==> src/mmu_defines.svh <==
`ifndef MMU_DEFINES_SVH
`define MMU_DEFINES_SVH

// Number of fully associative TLB entries
// Round-robin refill pointer wraps at this count
`define MMU_TLB_ENTRIES 16

// CP15 register numbers used for the fault record
// Fault status register, domain and code
`define MMU_CP15_FSR 5

// Fault address register, faulting virtual address
`define MMU_CP15_FAR 6

`endif

==> src/mmuPkg.sv <==
package mmuPkg;

  // Virtual or physical byte address
  typedef logic [31:0] addrT;
  // Page number, 4 KB granularity
  typedef logic [19:0] tagT;
  typedef logic [3:0]  domainT;
  // Access permission bits from the descriptor
  typedef logic [1:0]  apT;
  // FSR status code
  typedef logic [3:0]  faultCodeT;

  // Table walker states
  typedef enum logic [1:0] {
    wsIdle,
    wsLevel1,
    wsLevel2,
    wsDone
  } walkStateT;

  // One TLB entry, sections stored as 256 small pages
  typedef struct packed {
    logic   valid;
    logic   isSection;
    tagT    virtTag;
    tagT    physTag;
    domainT domain;
    apT     ap;
  } tlbEntryT;

  // Translation result from TLB lookup or table walk
  typedef struct packed {
    logic   hit;
    logic   isSection;
    tagT    physTag;
    domainT domain;
    apT     ap;
  } translationT;

  // Fault status codes, section and page variants
  localparam faultCodeT faultAlignment          = 4'b0001;
  localparam faultCodeT faultSectionTranslation = 4'b0101;
  localparam faultCodeT faultPageTranslation    = 4'b0111;
  localparam faultCodeT faultSectionDomain      = 4'b1001;
  localparam faultCodeT faultPageDomain         = 4'b1011;
  localparam faultCodeT faultSectionPermission  = 4'b1101;
  localparam faultCodeT faultPagePermission     = 4'b1111;

endpackage

==> src/faultUnit.sv <==
`timescale 1ns/1ps
`include "mmu_defines.svh"

module faultUnit (
  input  logic                clk,
  input  logic                reset,
  input  logic                check,
  input  mmuPkg::addrT        vAddr,
  input  logic                wordAccess,
  input  logic                cpuWrite,
  input  logic                supMode,
  input  logic                dataAccess,
  input  logic [31:0]         domainAccess,
  input  mmuPkg::translationT translation,
  input  logic                walkFault,
  output logic                faultValid,
  output logic                fetchFault,
  output logic                dataAbort,
  output logic                mmuWriteEn,
  output logic [3:0]          cp15A,
  output logic [31:0]         mmuWriteData
);
  import mmuPkg::*;

  typedef enum logic [1:0] {recIdle, recFsr, recFar} recStateT;

  recStateT  recState;
  logic      alignFault;
  logic      domainFault;
  logic      permFault;
  logic      apDenied;
  logic [1:0] domainMode;
  faultCodeT faultCode;
  domainT    faultDomain;
  faultCodeT codeQ;
  domainT    domainQ;
  addrT      farQ;

  assign alignFault = wordAccess && (vAddr[1:0] != 2'b00);

  // Two bits per domain, 00 and reserved 10 deny
  assign domainMode  = domainAccess[{translation.domain, 1'b0} +: 2];
  assign domainFault = translation.hit && !domainMode[0];

  // AP check for client domains only
  always_comb begin
    case (translation.ap)
      2'b00:   apDenied = 1'b1;
      2'b01:   apDenied = !supMode;
      2'b10:   apDenied = !supMode && cpuWrite;
      default: apDenied = 1'b0;
    endcase
  end
  assign permFault = translation.hit && (domainMode == 2'b01) && apDenied;

  // Alignment first, then translation, domain and permission
  always_comb begin
    faultDomain = translation.domain;
    if (alignFault) begin
      faultCode   = faultAlignment;
      faultDomain = '0;
    end else if (walkFault) begin
      faultCode = translation.isSection ? faultSectionTranslation : faultPageTranslation;
    end else if (domainFault) begin
      faultCode = translation.isSection ? faultSectionDomain : faultPageDomain;
    end else begin
      faultCode = translation.isSection ? faultSectionPermission : faultPagePermission;
    end
  end

  assign faultValid = check && (alignFault || walkFault || domainFault || permFault);
  assign dataAbort  = faultValid && dataAccess;
  // Fetch faults are deferred to the tracker
  assign fetchFault = faultValid && !dataAccess;

  // FSR then FAR, one cycle each
  always_ff @(posedge clk) begin
    if (reset) begin
      recState <= recIdle;
    end else begin
      case (recState)
        recIdle: begin
          if (faultValid) begin
            recState <= recFsr;
          end
        end
        recFsr:  recState <= recFar;
        default: recState <= recIdle;
      endcase
    end
  end

  always_ff @(posedge clk) begin
    if (faultValid) begin
      codeQ   <= faultCode;
      domainQ <= faultDomain;
      farQ    <= vAddr;
    end
  end

  assign mmuWriteEn   = (recState != recIdle);
  assign cp15A        = (recState == recFar) ? 4'(`MMU_CP15_FAR) : 4'(`MMU_CP15_FSR);
  assign mmuWriteData = (recState == recFar) ? farQ : {24'b0, domainQ, codeQ};

  // Top holds new requests off while a record is written
  assert property (@(posedge clk) disable iff (reset) faultValid |-> !mmuWriteEn)
    else $error("faultUnit: new fault while a CP15 record is written");

endmodule

==> src/instrTracker.sv <==
`timescale 1ns/1ps

module instrTracker (
  input  logic clk,
  input  logic reset,
  input  logic fetchFault,
  input  logic stallD,
  input  logic flushD,
  input  logic flushE,
  output logic prefetchAbort
);

  // Faulting instruction pending in decode
  logic pendD;
  // Faulting instruction now in execute
  logic pendE;

  always_ff @(posedge clk) begin
    if (reset) begin
      pendD         <= 1'b0;
      pendE         <= 1'b0;
      prefetchAbort <= 1'b0;
    end else begin
      // Flush kills it, otherwise it leaves decode once unstalled
      if (flushD) begin
        pendD <= 1'b0;
      end else if (fetchFault) begin
        pendD <= 1'b1;
      end else if (!stallD) begin
        pendD <= 1'b0;
      end
      // Moves to execute on first unstalled cycle
      pendE <= pendD && !stallD && !flushD && !flushE;
      // Abort only if execute was not flushed
      prefetchAbort <= pendE && !flushE;
    end
  end

endmodule

==> src/mmu.sv <==
`timescale 1ns/1ps

module mmu (
  input  logic         clk,
  input  logic         reset,
  input  logic         cpuRequest,
  input  logic         cpuWrite,
  input  mmuPkg::addrT cpuAddr,
  input  logic         dataAccess,
  input  logic         wordAccess,
  input  logic         supMode,
  input  logic [31:0]  control,
  input  logic [17:0]  tBase,
  input  logic [31:0]  domainAccess,
  input  logic         tlbInvalidate,
  input  logic         hReady,
  input  logic [31:0]  hRData,
  input  logic         stallD,
  input  logic         flushD,
  input  logic         flushE,
  output mmuPkg::addrT hAddr,
  output logic         hRequest,
  output logic         hWrite,
  output logic         cpuReady,
  output logic         mmuWriteEn,
  output logic [3:0]   cp15A,
  output logic [31:0]  mmuWriteData,
  output logic         dataAbort,
  output logic         prefetchAbort
);
  import mmuPkg::*;

  // Access sequencer: lookup, check/access, walk
  typedef enum logic [1:0] {accIdle, accCheck, accWalk} accStateT;

  accStateT    accState;
  logic        enable;
  logic        dataReq;
  logic        walkStart;
  logic        check;
  logic        faultValid;
  logic        fetchFault;
  logic        walkRequest;
  logic        refill;
  logic        walkFault;
  logic        walkDone;
  addrT        walkAddr;
  addrT        physAddr;
  translationT tlbResult;
  translationT walkResult;
  translationT checked;

  assign enable = control[0];

  // New request waits out a pending fault record
  always_ff @(posedge clk) begin
    if (reset) begin
      accState <= accIdle;
    end else begin
      case (accState)
        accIdle: begin
          if (enable && cpuRequest && !mmuWriteEn) begin
            accState <= accCheck;
          end
        end
        accCheck: begin
          if (faultValid) begin
            accState <= accIdle;
          end else if (!tlbResult.hit) begin
            accState <= accWalk;
          end else if (hReady) begin
            accState <= accIdle;
          end
        end
        accWalk: begin
          if (walkDone) begin
            // Refilled entry hits on the next check
            accState <= walkFault ? accIdle : accCheck;
          end
        end
        default: accState <= accIdle;
      endcase
    end
  end

  // Check on every lookup and on a failed walk
  assign check     = (accState == accCheck) || ((accState == accWalk) && walkFault);
  assign checked   = (accState == accWalk) ? walkResult : tlbResult;
  assign dataReq   = (accState == accCheck) && tlbResult.hit && !faultValid;
  assign walkStart = (accState == accCheck) && !tlbResult.hit && !faultValid;
  assign physAddr  = {tlbResult.physTag, cpuAddr[11:0]};

  // Bus mux: bypass, walker, translated data access
  always_comb begin
    if (!enable) begin
      hAddr    = cpuAddr;
      hRequest = cpuRequest;
      hWrite   = cpuWrite;
      cpuReady = hReady;
    end else if (walkRequest) begin
      hAddr    = walkAddr;
      hRequest = 1'b1;
      hWrite   = 1'b0;
      cpuReady = 1'b0;
    end else begin
      hAddr    = physAddr;
      hRequest = dataReq;
      hWrite   = dataReq && cpuWrite;
      cpuReady = (dataReq && hReady) || faultValid;
    end
  end

  tlb tlb0 (
    .clk           (clk),
    .reset         (reset),
    .tlbInvalidate (tlbInvalidate),
    .lookupTag     (cpuAddr[31:12]),
    .refill        (refill),
    .refillTag     (cpuAddr[31:12]),
    .refillData    (walkResult),
    .result        (tlbResult)
  );

  tableWalker walker0 (
    .clk         (clk),
    .reset       (reset),
    .start       (walkStart),
    .vAddr       (cpuAddr),
    .tBase       (tBase),
    .hRData      (hRData),
    .hReady      (hReady),
    .walkAddr    (walkAddr),
    .walkRequest (walkRequest),
    .refill      (refill),
    .walkResult  (walkResult),
    .walkFault   (walkFault),
    .walkDone    (walkDone)
  );

  faultUnit fault0 (
    .clk          (clk),
    .reset        (reset),
    .check        (check),
    .vAddr        (cpuAddr),
    .wordAccess   (wordAccess),
    .cpuWrite     (cpuWrite),
    .supMode      (supMode),
    .dataAccess   (dataAccess),
    .domainAccess (domainAccess),
    .translation  (checked),
    .walkFault    (walkFault),
    .faultValid   (faultValid),
    .fetchFault   (fetchFault),
    .dataAbort    (dataAbort),
    .mmuWriteEn   (mmuWriteEn),
    .cp15A        (cp15A),
    .mmuWriteData (mmuWriteData)
  );

  instrTracker tracker0 (
    .clk           (clk),
    .reset         (reset),
    .fetchFault    (fetchFault),
    .stallD        (stallD),
    .flushD        (flushD),
    .flushE        (flushE),
    .prefetchAbort (prefetchAbort)
  );

endmodule

==> src/tableWalker.sv <==
`timescale 1ns/1ps

module tableWalker (
  input  logic                clk,
  input  logic                reset,
  input  logic                start,
  input  mmuPkg::addrT        vAddr,
  input  logic [17:0]         tBase,
  input  logic [31:0]         hRData,
  input  logic                hReady,
  output mmuPkg::addrT        walkAddr,
  output logic                walkRequest,
  output logic                refill,
  output mmuPkg::translationT walkResult,
  output logic                walkFault,
  output logic                walkDone
);
  import mmuPkg::*;

  // Descriptor type encodings, bits 1..0
  localparam logic [1:0] descSection   = 2'b10;
  localparam logic [1:0] descCoarse    = 2'b01;
  localparam logic [1:0] descSmallPage = 2'b10;

  walkStateT   state;
  translationT resultQ;
  logic        faultQ;
  // Coarse table base from first-level descriptor
  logic [21:0] coarseBase;

  always_ff @(posedge clk) begin
    if (reset) begin
      state  <= wsIdle;
      faultQ <= 1'b0;
    end else begin
      case (state)
        wsIdle: begin
          if (start) begin
            state <= wsLevel1;
          end
        end
        // First-level fetch, wait for bus
        wsLevel1: begin
          if (hReady) begin
            resultQ.domain    <= hRData[8:5];
            resultQ.isSection <= 1'b1;
            case (hRData[1:0])
              descSection: begin
                resultQ.hit     <= 1'b1;
                resultQ.physTag <= {hRData[31:20], vAddr[19:12]};
                resultQ.ap      <= hRData[11:10];
                faultQ          <= 1'b0;
                state           <= wsDone;
              end
              descCoarse: begin
                coarseBase <= hRData[31:10];
                state      <= wsLevel2;
              end
              default: begin
                // Fault and unsupported types, no valid domain
                resultQ.hit    <= 1'b0;
                resultQ.domain <= '0;
                faultQ         <= 1'b1;
                state          <= wsDone;
              end
            endcase
          end
        end
        // Second-level fetch, domain kept from level 1
        wsLevel2: begin
          if (hReady) begin
            resultQ.isSection <= 1'b0;
            if (hRData[1:0] == descSmallPage) begin
              resultQ.hit     <= 1'b1;
              resultQ.physTag <= hRData[31:12];
              resultQ.ap      <= hRData[5:4];
              faultQ          <= 1'b0;
            end else begin
              // Large and tiny pages end up here too
              resultQ.hit <= 1'b0;
              faultQ      <= 1'b1;
            end
            state <= wsDone;
          end
        end
        default: begin
          state <= wsIdle;
        end
      endcase
    end
  end

  // Descriptor address per level
  always_comb begin
    walkRequest = (state == wsLevel1) || (state == wsLevel2);
    if (state == wsLevel2) begin
      walkAddr = {coarseBase, vAddr[19:12], 2'b00};
    end else begin
      walkAddr = {tBase, vAddr[31:20], 2'b00};
    end
  end

  // Done lasts one cycle, refill or fault
  assign walkDone   = (state == wsDone);
  assign walkFault  = walkDone && faultQ;
  assign refill     = walkDone && !faultQ;
  assign walkResult = resultQ;

  // Bus request and address stay put through wait states
  assert property (@(posedge clk) disable iff (reset)
                   walkRequest && !hReady |=> walkRequest && $stable(walkAddr))
    else $error("tableWalker: request dropped before hReady");

endmodule

==> src/tlb.sv <==
`timescale 1ns/1ps
`include "mmu_defines.svh"

module tlb (
  input  logic                clk,
  input  logic                reset,
  input  logic                tlbInvalidate,
  input  mmuPkg::tagT         lookupTag,
  input  logic                refill,
  input  mmuPkg::tagT         refillTag,
  input  mmuPkg::translationT refillData,
  output mmuPkg::translationT result
);
  import mmuPkg::*;

  localparam int idxWidth = $clog2(`MMU_TLB_ENTRIES);

  tlbEntryT                    entries [`MMU_TLB_ENTRIES];
  tagT                         tagQ;
  logic [idxWidth-1:0]         fillPtr;
  logic [`MMU_TLB_ENTRIES-1:0] matchVec;

  // Lookup tag captured every cycle
  always_ff @(posedge clk) begin
    tagQ <= lookupTag;
  end

  // Only valid bits see reset and invalidate
  always_ff @(posedge clk) begin
    if (reset || tlbInvalidate) begin
      for (int i = 0; i < `MMU_TLB_ENTRIES; i++) begin
        entries[i].valid <= 1'b0;
      end
    end else if (refill) begin
      entries[fillPtr] <= '{valid:     1'b1,
                            isSection: refillData.isSection,
                            virtTag:   refillTag,
                            physTag:   refillData.physTag,
                            domain:    refillData.domain,
                            ap:        refillData.ap};
    end
  end

  // Round-robin victim pointer
  always_ff @(posedge clk) begin
    if (reset) begin
      fillPtr <= '0;
    end else if (refill) begin
      if (fillPtr == idxWidth'(`MMU_TLB_ENTRIES - 1)) begin
        fillPtr <= '0;
      end else begin
        fillPtr <= fillPtr + 1'b1;
      end
    end
  end

  // Parallel compare against registered tag
  always_comb begin
    result = '0;
    for (int i = 0; i < `MMU_TLB_ENTRIES; i++) begin
      matchVec[i] = entries[i].valid && (entries[i].virtTag == tagQ);
      if (matchVec[i]) begin
        result.hit       = 1'b1;
        result.isSection = entries[i].isSection;
        result.physTag   = entries[i].physTag;
        result.domain    = entries[i].domain;
        result.ap        = entries[i].ap;
      end
    end
  end

  // Walker refills only on a miss, so a tag lives in one entry at most
  assert property (@(posedge clk) disable iff (reset) $onehot0(matchVec))
    else $error("tlb: several entries hold tag %h", tagQ);

  // Sequencer never refills while software invalidates
  assert property (@(posedge clk) disable iff (reset) !(refill && tlbInvalidate))
    else $error("tlb: refill during invalidate");

endmodule
==> config.mk <==
export PLATFORM = sky130hd
export DESIGN_NAME = mmu
export DESIGN_NICKNAME = d
export VERILOG_FILES = /design/src/mmuPkg.sv /design/src/faultUnit.sv /design/src/instrTracker.sv /design/src/mmu.sv /design/src/tableWalker.sv /design/src/tlb.sv
export VERILOG_INCLUDE_DIRS = /design/src
export SDC_FILE = /design/constraint.sdc
export NUM_CORES = 1
export LEC_CHECK = 0
export ABC_AREA = 1
export BUFFER_PORTS_ARGS = -buffer_cell sky130_fd_sc_hd__buf_2
export CAP_MARGIN = 0
export CORE_AREA = 2 2 311 313
export DETAILED_ROUTE_END_ITERATION = 16
export DIE_AREA = 0 0 313 315
export PLACE_DENSITY = 0.57
export RECOVER_POWER = 25
export SLEW_MARGIN = 20
export SYNTH_ARGS = -nofsm -noshare
export SYNTH_HDL_FRONTEND = slang
export SYNTH_SLANG_ARGS = --single-unit
==> constraint.sdc <==
create_clock -name clk -period 5.2 [get_ports clk]
set_clock_uncertainty 0.2 [all_clocks]
set_input_delay 0.26 -clock clk [delete_from_list [all_inputs] [get_ports clk]]
set_output_delay 0.26 -clock clk [all_outputs]
set_load 0.01 [all_outputs]
==> key figures, run 1 <==
Status
  – Status: finished, violations left
  – Failing checks: max-capacitance violations, max-slew violations

Routing
  – Remaining DRCs: 0
  – Detail Route Antenna Nets: 0
  – DR iter-0 viols: 2,806
  – Total detailed-routing wirelength: 110 mm
  – Vias/cell: 5.32
  – Drt wl/cell: 22.2 microns
  – Vias: 26,300
  – Pre-antenna DRT Iters: 6

Power and ir drop
  – Tot Pwr: 15,600 uW
  – Pwr dens: 344 nW/um^2
  – IR drop worst, VDD: 0.255 mV
  – Leakage power: 0.0164 uW

Placed design
  – Port bufs: 195
  – Placed Cells: 4,635
  – Post-DP HPWL: 69.6 mm
  – DP Area: 40,600 sq um
  – Gpl congestion: 0.856

Critical path
  – Worst-path fanout max: 16
  – Critical path's most frequent cell: nand2_1
  – Crit-path slowest cell: dfxtp_4
  – Critical Path End Type: output pin
  – Worst Setup Start Kind: flip-flop
  – CP max stage delay: 380 ps
  – CP Buf/Inv Count: 4
  – WP data arrival: 4590 ps
  – Worst EP required: 4740 ps
  – Crit path max-delay family: simple AND/OR/NAND/NOR gates
  – Crit path kind: reg2out

Synth
  – Mapped Cells: 3,196
  – Post-synth top area share: 66.9%
  – Post-synth top area cell: edfxtp_1
  – Mapped Nets: 3,364
  – Post-synth ARST share: 0%
  – Synthesized area: 37,700 sq um
  – Main flop type after synthesis: edfxtp_1
  – Yosys cell types: 59
  – Yosys warning count: 0
  – EDFF count, synth: 841
  – Sequential area share after synthesis: 69.6%
  – Mapped Avg Cell Area: 11.8 sq um
  – Synth cell count leaders: edfxtp_1 (841), nand2_1 (616), nor2_1 (310)
  – Yosys reg bits: 891
  – Most frequent cell after synthesis: edfxtp_1
  – Top cells by area, synth: edfxtp_1 (67%), nand2_1 (6.1%), nor2_1 (3.1%), o21ai_0 (2.9%), a21oi_1 (2.8%)

CTS
  – Number of buffers created by CTS: 92
  – Clock sink count: 891
  – Clock Tree Buf Depth: 3
  – CTS root buf: clkbuf_16
  – H-tree depth: 3
  – Clk slew on worst S/H paths: 60 ps
  – CTS tree: built
  – Clk Latency, worst-skew pair: 660 ps

STA
  – Max-slew violations: 193
  – Period utilization: 97.1%
  – Worst-Margin Slew: 2060 ps
  – Setup TNS: 0 ps
  – Fmax: 0.198 GHz
  – Final setup fails: 0
  – RSZ-0062 raised after global routing: yes
  – Slew Limit Headroom: -37.6%
  – Hold Fails Final Rpt: 0
  – Hold_ws: 44.5 ps
  – Post-route minimum period: 5050 ps

Final layout
  – Layout Nets: 3,753
  – Final cell count without fillers: 4,939
  – Layout cells sized above 1: 17.4%
  – Finished Cell Area: 45,400 sq um
  – Layout area overhead: 20.4%

Floorplan
  – Starting Density: 39.4%
  – Core ar.: 95,700 sq um
  – Die Width: 313 microns
  – # IOs: 232
  – Vert. Die Dim: 315 microns
  – Die Footprint: 98,600 sq um
  – Cell Rows: 114

GRT
  – Vias in the first global route: 25,000
  – GRT Util Overall: 21.2%
  – Largest net degree at the start of global routing: 48
  – Grt ovf: 0
  – Initial antenna violation count: 3
  – First-pass GRT wire length: 157 mm

Worst hold path
  – Tightest Hold Check Type: in2reg

Job
  – Max_cap viols: 10
==> layout by cell type (no fill, tap or decap), drive strengths merged, types with 41 or more instances in the layout <==
| cell type | Yosys | final |
|---|---|---|
| edfxtp | 841 | 841 |
| nand2 | 623 | 624 |
| nor2 | 316 | 316 |
| buf | 73 | 308 |
| o21ai | 247 | 247 |
| inv | 225 | 227 |
| a21oi | 215 | 215 |
| clkbuf | 83 | 187 |
| nand3 | 113 | 113 |
| dlygate4sd3 | 0 | 77 |
| o22ai | 55 | 55 |
| dfxtp | 50 | 50 |
| xor2 | 43 | 43 |
| clkinv | 5 | 41 |
==> registers in the layout (all words and copies together) (netlist names) <==
register,cells
accState,2
fault0.codeQ,3
fault0.domainQ,4
fault0.farQ,32
fault0.recState,2
tlb0.entries,768
tlb0.fillPtr,4
tlb0.tagQ,20
tracker0.pendD,1
tracker0.pendE,1
tracker0.prefetchAbort,1
walker0.coarseBase,22
walker0.faultQ,1
walker0.state,2
walker0.walkResult,28
==> stage by stage <==
stage | util (%) | setup WS, ps
after detailed placement | 42.4 | 447
after global placement | 42.4 | 440
after floorplan | - | 1090
after CTS | 46.4 | 0.0906
after global routing | 47.5 | -166
final | 47.5 | 152
==> kinds of logic (layout without fill, tap and decap cells) <==
logic type	count (synthesis)	count (layout)	synth area share, %
other	2	3	0.0199
xor gates and xnor gates	79	79	1.83
buffers and inverters	386	851	4.62
and+or+nand+nor	1159	1160	13.0
adders and majority gates	10	10	0.332
AOI/OAI and AO/OA	669	669	10.6
DFF	891	891	69.6
==> worst min-delay path, stage by stage <==
cell,delay [ps]
buf_2,80
inv_1,40
nand2_2,50
nand3_1,70
nand3_2,60
nand2_1,50
nand2_1,80
o21ai_0,70
inv_1,40
==> where the power goes <==
part	internal, uW	switching [uW]
sequential	7910	82.6
clock	3630	2780
combinational	405	836
==> final cells by class <==
| class | instances | area (sq um) |
|---|---|---|
| Antenna cell | 1 | 2.50 |
| Clock buffer | 124 | 2490 |
| Clock inverter | 47 | 422 |
| Fill cell | 8673 | 50300 |
| Inverter | 230 | 983 |
| Multi-Input combinational cell | 1920 | 10300 |
| Sequential cell | 891 | 26300 |
| Tap cell | 1276 | 1600 |
| Timing Repair Buffer | 448 | 3320 |
| Timing Repair inverter | 2 | 15.0 |
==> worst paths after layout <==
| check | from | endpoint | slack (ps) | depth (start not counted) |
|---|---|---|---|---|
| min | domainAccess[8] | fault0.codeQ[2]$_SDFFCE_PP0P_ | 40 | 9 |
| max | tlb0.tagQ[6]$_DFF_P_ | cpuReady | 150 | 28 |
| min reg2reg | fault0.recState[1]$_SDFFE_PP0P_ | fault0.recState[1]$_SDFFE_PP0P_ | 220 | 1 |
| max reg2reg | tlb0.tagQ[6]$_DFF_P_ | tracker0.pendD$_SDFFE_PP0P_ | 370 | 30 |
==> layer usage <==
metal / part of all wire, % / vias up / track usage [%] / routed length (microns)
met3: 6.6 / 227 / 3.40 / 7270
met2: 49 / 916 / 35.6 / 53300
met5: 0.023 / - / 0 / 25
met4: 3.3 / 4 / 7.22 / 3570
met1: 41 / 12900 / 28.1 / 45400
li1: - / 12200 / - / -
==> timing repair <==
item                       in CTS  in global routing
hold endpoints to repair      292                  0
pin swaps                       1                 45
cloned                          0                  7
hold buffers                   77                  0
setup endpoints to repair       5                 13
gates resized for setup        35                180
buffers inserted                2                 47
(Power assumes the default switching activity.)
==> run 2: changes to the inputs <==
--- a/config.mk
+++ b/config.mk
@@ -12,7 +12,6 @@
 export CORE_AREA = 2 2 311 313
 export DETAILED_ROUTE_END_ITERATION = 16
 export DIE_AREA = 0 0 313 315
-export PLACE_DENSITY = 0.57
 export RECOVER_POWER = 25
 export SLEW_MARGIN = 20
 export SYNTH_ARGS = -nofsm -noshare
==> run 2 against run 1 <==
- the run still ends with max-capacitance violations, max-slew violations left
- highest routed layer unchanged
- via count fell by 0.71%
- worst hold slack got worse by 2.7 ps
- largest cell class unchanged
- utilization shrank 0.90 points
- fmax decreased by 1.6%
- flip-flop and latch count unchanged
- critical path type unchanged
- power is 0.96% lower
- setup slack lost 83 ps
- die area stayed put
- largest power group unchanged
- clock power shrank 2%
- global-route usage down 0.34 points
==> key figures, run 2 (synthesis results as in run 1) <==
GRT
  – Largest net degree at the start of global routing: 48
  – Met1 Use GR: 28.5%
  – Met2 Use GR: 34.6%
  – First-pass GRT wire length: 155 mm
  – GRT busiest layer: met2
  – Grt ovf: 0
  – GR Util met3: 3.03%
  – Vias in the first global route: 24,800
  – Initial antenna violation count: 5
  – GRT Util Overall: 20.9%

Critical path
  – Worst EP required: 4740 ps
  – WP data arrival: 4670 ps
  – Crit-path slowest cell: nor4_1
  – CP max stage delay: 510 ps
  – Worst-path fanout max: 17
  – Worst Setup Start Kind: flip-flop
  – Critical Path End Type: output pin
  – Critical path's most frequent cell: nand2_1
  – Crit path kind: reg2out

Final layout
  – Commonest non-fill, non-tap cell in the layout: edfxtp_1
  – Layout cells sized above 1: 15.4%
  – Layout Nets: 3,712
  – Most frequent cells in the layout: edfxtp_1 (841), nand2_1 (611), nor2_1 (287)
  – Final core occ: 46.6%
  – Max FFs per register: 768
  – Most flops, register: tlb0.entries
  – Layout area overhead: 18.1%
  – Final cell count without fillers: 4,892

STA
  – Fmax: 0.195 GHz
  – RSZ-0062 raised after global routing: yes
  – Hold_ws: 41.8 ps
  – Post-route minimum period: 5130 ps
  – Hold Fails Final Rpt: 0
  – Slew Limit Headroom: -50.4%
  – Period utilization: 98.7%
  – Final setup fails: 0
  – Worst-Margin Slew: 2260 ps
  – Max-slew violations: 235
  – Setup TNS: 0 ps

Worst hold path
  – Tightest Hold Check Type: in2reg

CTS
  – CTS root buf: clkbuf_16
  – CTS tree: built
  – H-tree depth: 3
  – Number of buffers created by CTS: 87
  – Clk Latency, worst-skew pair: 650 ps
  – Clock sink count: 891
  – Clock Tree Buf Depth: 3
  – Clk slew on worst S/H paths: 60 ps

Power and ir drop
  – Pwr dens: 347 nW/um^2
  – IR drop worst, VDD: 0.280 mV
  – Leakage power: 0.0161 uW
  – Tot Pwr: 15,500 uW

Floorplan
  – Cell Rows: 114
  – Die Width: 313 microns
  – # IOs: 232
  – Starting Density: 39.4%
  – Vert. Die Dim: 315 microns
  – Core ar.: 95,700 sq um
  – Die Footprint: 98,600 sq um

Routing
  – Vias/cell: 5.33
  – Drt wl/cell: 21.7 microns
  – Total detailed-routing wirelength: 106 mm
  – Vias: 26,100
  – DR iter-0 viols: 2,861
  – Remaining DRCs: 0
  – Pre-antenna DRT Iters: 6
  – Detail Route Antenna Nets: 0

Status
  – Status: finished, violations left
  – Failing checks: max-capacitance violations, max-slew violations

Placed design
  – Port bufs: 195
  – Gpl congestion: 0.877
  – Post-DP HPWL: 67.3 mm
  – Placed Cells: 4,632

Job
  – Max_cap viols: 11
run 2: power breakdown:
part | switching (uW) | total (uW) | internal, uW
sequential | 79.9 | 7990 | 7910
combinational | 813 | 1200 | 384
clock | 2700 | 6300 | 3600
total | 3590 | 15500 | 11900
run 2: layer usage:
layer	wire length (microns)	share of wire (%)	up-vias
li1	-	-	12100
met1	44200	42	12800
met2	51400	48	949
met3	7460	7.0	195
met4	3040	2.9	2
met5	13	0.012	-
run 2: area by class of cell:
type | count | area, sq um
Clock inverter | 50 | 519
Timing Repair Buffer | 415 | 2890
Inverter | 230 | 973
Multi-Input combinational cell | 1919 | 10000
Clock buffer | 110 | 2300
Tap cell | 1276 | 1600
Sequential cell | 891 | 26300
Antenna cell | 1 | 2.50
Fill cell | 8644 | 51100
run 2: timing repair:
item	4_1_cts	5_1_grt
hold buffers	76	0
cloned	0	0
endpoints found under the hold margin	267	0
endpoints found under the setup margin	11	9
buffers inserted	6	17
pin swaps	1	18
resized for setup	35	66
run 2: stage by stage:
step | instance area (sq um) | setup WS, ps
after CTS | 44300 | 7.13
after global routing | 44600 | -250
after floorplan | 37700 | 1090
after detailed placement | 40500 | 344
final | 44600 | 68.6
after global placement | 40500 | 348
run 2: final timing paths:
| path | depth (start not counted) | slack [ps] | end | from |
|---|---|---|---|---|
| max | 28 | 70 | cpuReady | tlb0.tagQ[16]$_DFF_P_ |
| min | 7 | 40 | accState[0]$_SDFFE_PP0P_ | cpuRequest |
| min reg2reg | 1 | 220 | fault0.recState[1]$_SDFFE_PP0P_ | fault0.recState[1]$_SDFFE_PP0P_ |
| max reg2reg | 30 | 310 | tracker0.pendD$_SDFFE_PP0P_ | tlb0.tagQ[16]$_DFF_P_ |
run 2: critical path, delay by kind of cell, from the launching register on:
kind	cells	cell delay, ps
simple gates	22	2600
xor+xnor	1	300
compound gates	3	510
buf+inv	2	210
flops	1	380
